===== src/hw/tlp_bridge_pkg.sv =====
// ---------------------------------------
// TLP bridge shared types and constants
// ---------------------------------------

package tlp_bridge_pkg;

    // ---------------------------------------
    // widths
    // ---------------------------------------

    // 64-bit core side
    localparam int CORE_DATA_W = 64;
    localparam int CORE_KEEP_W = 8;

    // 128-bit TLP side, four DWs per beat
    localparam int WIDE_DATA_W = 128;
    localparam int WIDE_DWS    = 4;

    localparam int BAR_HIT_W   = 7;

    // ---------------------------------------
    // core keep encodings
    // ---------------------------------------

    // both DWs of a core beat valid
    localparam logic [CORE_KEEP_W-1:0] KEEP_TWO_DW = 8'hff;
    // low DW only
    localparam logic [CORE_KEEP_W-1:0] KEEP_ONE_DW = 8'h0f;

    // ---------------------------------------
    // interrupt timer
    // ---------------------------------------

    // 60 s at 62.5 MHz user clock
    localparam logic [31:0] IRQ_PERIOD_CYCLES = 32'd3_750_000_000;

    // ---------------------------------------
    // beat types
    // ---------------------------------------

    // receive beat from the endpoint core
    typedef struct packed {
        logic [CORE_DATA_W-1:0] data;
        logic [CORE_KEEP_W-1:0] keep;
        logic                   last;
        logic [BAR_HIT_W-1:0]   bar_hit;
    } core_rx_beat_t;

    // transmit beat towards the endpoint core
    typedef struct packed {
        logic [CORE_DATA_W-1:0] data;
        logic [CORE_KEEP_W-1:0] keep;
        logic                   last;
    } core_tx_beat_t;

    // fabric-side TLP beat, DW0 sits in data[31:0]
    // keepdw is contiguous from bit 0
    typedef struct packed {
        logic [WIDE_DATA_W-1:0] data;
        logic [WIDE_DWS-1:0]    keepdw;
        logic                   first;
        logic                   last;
        logic [BAR_HIT_W-1:0]   bar_hit;
    } wide_beat_t;

endpackage


===== src/hw/tlp_rx_widen.sv =====
// ---------------------------------------
// TLP receive widening 64 to 128
// ---------------------------------------

`timescale 1ns/1ps

module tlp_rx_widen (
    input  logic                          clk_pcie,
    input  logic                          rst,

    // core receive side, no back-pressure
    input  tlp_bridge_pkg::core_rx_beat_t core_rx,
    input  logic                          core_rx_valid,

    // wide TLP beats out
    output tlp_bridge_pkg::wide_beat_t    rx_out,
    output logic                          rx_out_valid
);

    import tlp_bridge_pkg::*;

    // ---------------------------------------
    // assembly state
    // ---------------------------------------

    logic [WIDE_DATA_W-1:0] asm_data;
    logic [BAR_HIT_W-1:0]   asm_bar_hit;

    // DWs collected so far, at most four
    logic [2:0]             dw_cnt;
    logic                   first_q;
    logic                   last_q;

    logic                   emit;
    logic [2:0]             next_base;
    logic [2:0]             next_cnt;

    // a wide beat leaves once it holds three or more DWs,
    // or once the TLP's final core beat has been absorbed
    assign emit = last_q || (dw_cnt > 3'd2);

    // an incoming beat restarts at DW0 when the current one leaves
    assign next_base = emit ? 3'd0 : dw_cnt;
    assign next_cnt  = next_base + 3'd1 + {2'b00, core_rx.keep[4]};

    // ---------------------------------------
    // control
    // ---------------------------------------

    always_ff @(posedge clk_pcie or posedge rst) begin
        if (rst) begin
            dw_cnt  <= 3'd0;
            first_q <= 1'b1;
            last_q  <= 1'b0;
        end else begin
            // the beat after a last opens a new TLP
            if (emit) begin
                first_q <= last_q;
            end
            if (core_rx_valid) begin
                dw_cnt <= next_cnt;
                last_q <= core_rx.last;
            end else if (emit) begin
                dw_cnt <= 3'd0;
                last_q <= 1'b0;
            end
        end
    end

    // ---------------------------------------
    // payload
    // ---------------------------------------

    always_ff @(posedge clk_pcie) begin
        if (core_rx_valid) begin
            asm_data[32*next_base +: CORE_DATA_W] <= core_rx.data;
            // bar hit follows the latest core beat
            asm_bar_hit <= core_rx.bar_hit;
        end
    end

    // ---------------------------------------
    // output beat
    // ---------------------------------------

    always_comb begin
        rx_out.data    = asm_data;
        rx_out.keepdw  = {dw_cnt > 3'd3, dw_cnt > 3'd2, dw_cnt > 3'd1, 1'b1};
        rx_out.first   = first_q;
        rx_out.last    = last_q;
        rx_out.bar_hit = asm_bar_hit;
    end

    assign rx_out_valid = emit;

endmodule


===== src/hw/tlp_tx_narrow.sv =====
// ---------------------------------------
// TLP transmit narrowing 128 to 64
// ---------------------------------------

`timescale 1ns/1ps

module tlp_tx_narrow (
    input  logic                          clk_pcie,
    input  logic                          rst,

    // wide TLP beats in
    input  tlp_bridge_pkg::wide_beat_t    tx_in,
    input  logic                          tx_in_valid,
    output logic                          tx_in_ready,

    // core transmit side
    output tlp_bridge_pkg::core_tx_beat_t core_tx,
    output logic                          core_tx_valid,
    input  logic                          core_tx_ready
);

    import tlp_bridge_pkg::*;

    // pending upper half of a split beat
    logic [CORE_DATA_W-1:0] hi_data;
    logic                   hi_last;
    logic                   hi_keep_two;
    logic                   hi_valid;

    logic                   split;
    logic                   lo_keep_two;
    logic                   hi_load;

    // DW2 present means the beat needs two core beats
    assign split       = tx_in.keepdw[2];
    assign lo_keep_two = split || tx_in.keepdw[1];

    // upper half is captured only when the core takes the lower half
    assign hi_load = tx_in_valid && !hi_valid && split && core_tx_ready;

    // ---------------------------------------
    // core beat mux
    // ---------------------------------------

    always_comb begin
        if (hi_valid) begin
            core_tx.data = hi_data;
            core_tx.keep = hi_keep_two ? KEEP_TWO_DW : KEEP_ONE_DW;
            core_tx.last = hi_last;
        end else begin
            core_tx.data = tx_in.data[CORE_DATA_W-1:0];
            core_tx.keep = lo_keep_two ? KEEP_TWO_DW : KEEP_ONE_DW;
            core_tx.last = tx_in.last && !split;
        end
    end

    assign core_tx_valid = hi_valid || tx_in_valid;

    // wide beat retires with its final core beat
    assign tx_in_ready = core_tx_ready && (hi_valid || (tx_in_valid && !split));

    // ---------------------------------------
    // upper half register
    // ---------------------------------------

    always_ff @(posedge clk_pcie or posedge rst) begin
        if (rst) begin
            hi_valid <= 1'b0;
        end else if (hi_valid && core_tx_ready) begin
            hi_valid <= 1'b0;
        end else if (hi_load) begin
            hi_valid <= 1'b1;
        end
    end

    always_ff @(posedge clk_pcie) begin
        if (hi_load) begin
            hi_data     <= tx_in.data[WIDE_DATA_W-1:CORE_DATA_W];
            hi_last     <= tx_in.last;
            hi_keep_two <= tx_in.keepdw[3];
        end
    end

endmodule


===== src/hw/irq_period_timer.sv =====
// ---------------------------------------
// Periodic legacy interrupt
// ---------------------------------------

`timescale 1ns/1ps

module irq_period_timer #(
    parameter logic [31:0] IRQ_PERIOD = tlp_bridge_pkg::IRQ_PERIOD_CYCLES
) (
    input  logic clk_pcie,
    input  logic rst,

    // core interrupt handshake
    input  logic cfg_interrupt_rdy,
    output logic cfg_interrupt_assert
);

    logic [31:0] count;
    logic        expired;
    logic        wrap;

    assign wrap = (count == IRQ_PERIOD - 32'd1);

    // ---------------------------------------
    // period counter
    // ---------------------------------------

    // one-cycle expiry pulse registered at the wrap
    always_ff @(posedge clk_pcie or posedge rst) begin
        if (rst) begin
            count   <= 32'd0;
            expired <= 1'b0;
        end else if (wrap) begin
            count   <= 32'd0;
            expired <= 1'b1;
        end else begin
            count   <= count + 32'd1;
            expired <= 1'b0;
        end
    end

    // ---------------------------------------
    // interrupt level
    // ---------------------------------------

    // set on expiry, held until the core is ready
    // a new expiry beats a clear in the same cycle
    always_ff @(posedge clk_pcie or posedge rst) begin
        if (rst) begin
            cfg_interrupt_assert <= 1'b0;
        end else if (expired) begin
            cfg_interrupt_assert <= 1'b1;
        end else if (cfg_interrupt_rdy) begin
            cfg_interrupt_assert <= 1'b0;
        end
    end

endmodule


===== src/hw/tlp_stream_bridge.sv =====
// ---------------------------------------
// PCIe TLP stream bridge
// ---------------------------------------

`timescale 1ns/1ps

module tlp_stream_bridge #(
    parameter logic [31:0] IRQ_PERIOD = tlp_bridge_pkg::IRQ_PERIOD_CYCLES
) (
    input  logic                          clk_pcie,
    input  logic                          rst,

    // core receive beats, 64 bit
    input  tlp_bridge_pkg::core_rx_beat_t core_rx,
    input  logic                          core_rx_valid,

    // fabric receive TLPs, 128 bit
    output tlp_bridge_pkg::wide_beat_t    rx_out,
    output logic                          rx_out_valid,

    // fabric transmit TLPs, 128 bit
    input  tlp_bridge_pkg::wide_beat_t    tx_in,
    input  logic                          tx_in_valid,
    output logic                          tx_in_ready,

    // core transmit beats, 64 bit
    output tlp_bridge_pkg::core_tx_beat_t core_tx,
    output logic                          core_tx_valid,
    input  logic                          core_tx_ready,

    // legacy interrupt
    input  logic                          cfg_interrupt_rdy,
    output logic                          cfg_interrupt_assert
);

    // ---------------------------------------
    // receive path
    // ---------------------------------------

    tlp_rx_widen i_tlp_rx_widen (
        .clk_pcie      (clk_pcie),
        .rst           (rst),
        .core_rx       (core_rx),
        .core_rx_valid (core_rx_valid),
        .rx_out        (rx_out),
        .rx_out_valid  (rx_out_valid)
    );

    // ---------------------------------------
    // transmit path
    // ---------------------------------------

    tlp_tx_narrow i_tlp_tx_narrow (
        .clk_pcie      (clk_pcie),
        .rst           (rst),
        .tx_in         (tx_in),
        .tx_in_valid   (tx_in_valid),
        .tx_in_ready   (tx_in_ready),
        .core_tx       (core_tx),
        .core_tx_valid (core_tx_valid),
        .core_tx_ready (core_tx_ready)
    );

    // ---------------------------------------
    // periodic interrupt
    // ---------------------------------------

    irq_period_timer #(
        .IRQ_PERIOD (IRQ_PERIOD)
    ) i_irq_period_timer (
        .clk_pcie             (clk_pcie),
        .rst                  (rst),
        .cfg_interrupt_rdy    (cfg_interrupt_rdy),
        .cfg_interrupt_assert (cfg_interrupt_assert)
    );

endmodule


===== config.mk =====
export PLATFORM = sky130hd
export DESIGN_NAME = tlp_stream_bridge
export DESIGN_NICKNAME = d
export VERILOG_FILES = /design/src/hw/tlp_bridge_pkg.sv /design/src/hw/tlp_rx_widen.sv /design/src/hw/tlp_tx_narrow.sv /design/src/hw/irq_period_timer.sv /design/src/hw/tlp_stream_bridge.sv
export SDC_FILE = /design/constraint.sdc
export NUM_CORES = 1
export LEC_CHECK = 0
export BUFFER_PORTS_ARGS = -buffer_cell sky130_fd_sc_hd__buf_2
export CORE_AREA = 5 5 170 172
export CTS_CLUSTER_SIZE = 14
export DETAILED_ROUTE_END_ITERATION = 8
export DIE_AREA = 0 0 175 177
export PLACE_DENSITY = 0.67
export SLEW_MARGIN = 15
export SYNTH_ARGS = -nofsm -noshare
export SYNTH_HDL_FRONTEND = slang
export SYNTH_SLANG_ARGS = --single-unit

===== constraint.sdc =====
create_clock -name clk_pcie -period 11.15 [get_ports clk_pcie]
set_clock_uncertainty 0.1 [all_clocks]
set_input_delay 2.23 -clock clk_pcie [delete_from_list [all_inputs] [get_ports clk_pcie]]
set_output_delay 2.23 -clock clk_pcie [all_outputs]
set_load 0.03 [all_outputs]

==> impl_metrics.tcl <==
set metrics [dict create \
    rr_worst_depth 10 \
    max_slew.worst_pin.slew_ns 1.06 \
    total_power_mw 2.51 \
    fin_crit_sh_pct 48.9 \
    grt_start_max_net_pins 70 \
    regToRegStartpoint "i_tlp_rx_widen.dw_cnt[2]$_DFF_PP0_" \
    clk_latency_ns 0.53 \
    vias_per_cell 5.10 \
    core_area_sq_um 27300 \
    hold_violations 0 \
    die_h_um 177 \
    wl_mm 32.2 \
    setup_tns_ns 0 \
    rsz0062_at_grt "false" \
    initial_core_util_pct 37.9 \
    rows 61 \
    ctsResizeCount 0 \
    outcome "finished clean" \
    rr_endpoint "i_tlp_rx_widen.asm_data[83]$_DFFE_PP_" \
    cts_buffers 26 \
    hpwl_mm 23.1 \
    cts_buffer_depth 3 \
    p_leak_nw 5.84 \
    arrival_ns 3.12 \
    hold_class "reg -> reg" \
    ant_nets 0 \
    relSlewSlack_pct 29.2 \
    grt_usage_pct 19.7 \
    cts_hold_buf 0 \
    yosys_warnings 0 \
    ys_seq_area_share_pct 68.0 \
    final_util_pct 50.2 \
    crit_fanout 4 \
    syn_inst 757 \
    htreeDepth 1 \
    crit_path_end_kind "primary output" \
    max_cap_viol_count 0 \
    wl_per_cell_um 20.9 \
    synth_area_per_cell_sq_um 13.7 \
    post-route-min-period_ns 5.45 \
    fmax_mhz 183 \
    gp_congestion 0.879 \
    synth.distinct_cells 49 \
    grt_pass1_wl_mm 47.2 \
    die_area_sq_um 31000 \
    synth_edf_count 201 \
    startpoint_type "input port" \
    hold_start "i_irq_period_timer.expired$_DFF_PP0_" \
    worstSetupPathType "in -> out" \
    portBuffers 423 \
    placed_area_sq_um 12800 \
    synthArstFlopShare_pct 16.6 \
    slew_violations 0 \
    power_density_nw_per_um2 183 \
    drc 0 \
    cts-root-buf "clkbuf_16" \
    r2r_slack_ns 7.16 \
    cts_tree "yes" \
    antenna_found_initial 6 \
    syn_area_sq_um 10400 \
    ios 445 \
    first_pass_iters 5 \
    path_clk_slew_ns 0.06 \
    fill_cells 2473 \
    postLayoutCellArea_sq_um 13700 \
    drtIter0Drc 375 \
    die_width_um 175 \
    globalRouteOverflowTotal 0 \
    cp.required_ns 8.82 \
    synthFlopType "edfxtp_1" \
    synth_seq_cells 241 \
    vdd_ir_drop_max_mv 0.135 \
    drive_gt1_share_pct 47.3 \
    design.final.nets 1402 \
    syn2layout_area_growth_pct 32.4 \
    clock_sinks 241 \
    vias 7856 \
    setup_viol 0 \
    grt_pass1_vias 8052 \
    hold_path_end "i_irq_period_timer.cfg_interrupt_assert$_DFFE_PP0P_" \
    min_path_cells 1 \
    timing.hold.ws_ns 0.330 \
    postCtsSetupBuffers 0 \
]
critical path, stage by stage:
cell and delay, ns:
buf_2 0.10, nor2_1 0.04, o21ai_0 0.45, buf_2 0.30
cell type report:
cell class	instances	area, sq um	share of cell area [%]
clock inverter	18	171	1.25
inverter	12	45.0	0.329
clock buffer	30	718	5.24
timing repair buffer	434	2210	16.1
tap	346	433	3.16
sequential	241	7040	51.4
multi-input combinational	455	3080	22.4
antenna	4	10.0	0.0730
per-layer routing:
metal | global-route usage (%) | vias up | wire (um)
li1 | - | 3632 | -
met1 | 22.3 | 3761 | 11500
met2 | 34.0 | 399 | 16000
met3 | 7.93 | 60 | 3790
met4 | 6.58 | 4 | 959
met5 | 0 | - | 21
sequential cells by signal, indices dropped and copies added, names as in the netlist:
| register | count |
|---|---|
| i_irq_period_timer.count | 32 |
| i_tlp_rx_widen.first_q | 1 |
| i_tlp_tx_narrow.hi_data | 64 |
| i_tlp_rx_widen.asm_data | 128 |
| i_tlp_rx_widen.asm_bar_hit | 7 |
| i_tlp_rx_widen.dw_cnt | 3 |
| i_irq_period_timer.cfg_interrupt_assert | 1 |
| i_tlp_tx_narrow.hi_valid | 1 |
| i_tlp_tx_narrow.hi_last | 1 |
| i_tlp_rx_widen.last_q | 1 |
| i_irq_period_timer.expired | 1 |
| i_tlp_tx_narrow.hi_keep_two | 1 |
synthesized netlist by cell type (all sizes together), types with 2 or more instances:
master	number	area share, %
edfxtp	201	58
nor2	114	4.1
mux2	64	7.0
a21oi	47	2.3
dfrtp	39	9.4
and2	34	2.1
a22o	33	2.8
a22oi	32	2.3
buf	31	1.7
clkbuf	23	0.83
nand2	20	0.73
inv	12	0.44
xnor2	10	0.85
nand4	9	0.60
or4	9	0.69
o21ai	8	0.39
nand3	7	0.34
nor3	7	0.45
or3	7	0.42
xor2	7	0.59
o31ai	6	0.44
and3	5	0.30
ha	5	0.60
a21o	3	0.22
nor4	3	0.24
or2	3	0.18
a31oi	2	0.12
and4	2	0.18
nor2b	2	0.12
nor3b	2	0.14
nor4b	2	0.31
worst max-delay path by stage:
stage | startpoint | end | slack, ns | cells after the start
after floorplan | core_tx_ready | i_tlp_tx_narrow.hi_data[0]$_DFFE_PP_ | 3.68 | 2
after global placement | tx_in[11] | core_tx[8] | 5.69 | 4
after detailed placement | tx_in[11] | core_tx[6] | 5.67 | 4
after CTS | tx_in[11] | core_tx[6] | 5.67 | 4
after global routing | tx_in[11] | core_tx[8] | 5.62 | 4
final | tx_in[11] | core_tx[5] | 5.70 | 4
placed cells by master, fill, tap and decap left out, types with 2 or more instances in the layout:
cell | Yosys | layout
clkbuf_16 | 0 | 28
conb_1 | 1 | 6
xor2_1 | 7 | 7
nand2_1 | 20 | 20
mux2_2 | 64 | 64
nor4_1 | 2 | 2
clkinv_1 | 0 | 3
nor3_1 | 6 | 5
a22oi_1 | 32 | 32
a22o_1 | 33 | 33
dfrtp_1 | 39 | 38
and2_1 | 34 | 34
a31oi_1 | 2 | 2
bufinv_16 | 0 | 3
inv_2 | 2 | 2
edfxtp_1 | 201 | 201
nor2_4 | 0 | 2
or2_2 | 3 | 3
or3_1 | 7 | 7
a21oi_1 | 47 | 47
o31ai_1 | 6 | 6
buf_4 | 10 | 10
clkinvlp_4 | 0 | 4
buf_2 | 14 | 423
diode_2 | 0 | 4
nor2_1 | 114 | 111
o21ai_0 | 8 | 8
ha_1 | 5 | 5
nand3_1 | 7 | 7
xnor2_1 | 10 | 10
a21o_1 | 3 | 3
nand4_1 | 8 | 8
clkinv_2 | 0 | 8
and3_1 | 5 | 4
or4_1 | 8 | 8
inv_1 | 10 | 10
logic make-up after synthesis:
group | Yosys count | synth area share (%)
adders and majority gates | 5 | 0.604
xor gates and xnor gates | 17 | 1.44
other | 1 | 0.0362
buffers and inverters | 66 | 3.00
muxes | 65 | 7.06
AOI/OAI and AO/OA | 133 | 8.71
and+or+nand+nor | 229 | 11.2
DFF | 241 | 68.0
per-stage QoR:
stage | worst slack (ns) | instances
2_1_floorplan | 3.68 | 762
3_3_place_gp | 5.69 | 1487
3_5_place_dp | 5.67 | 1487
4_1_cts | 5.67 | 1535
5_1_grt | 5.62 | 1538
6_report | 5.70 | 1540
report_power, final:
group          switching (mW)  internal (mW)
Sequential             0.0141           1.06
Combinational           0.372          0.177
Clock                   0.359          0.530
Total                   0.746           1.77
Power figures use the tool's default switching activity.
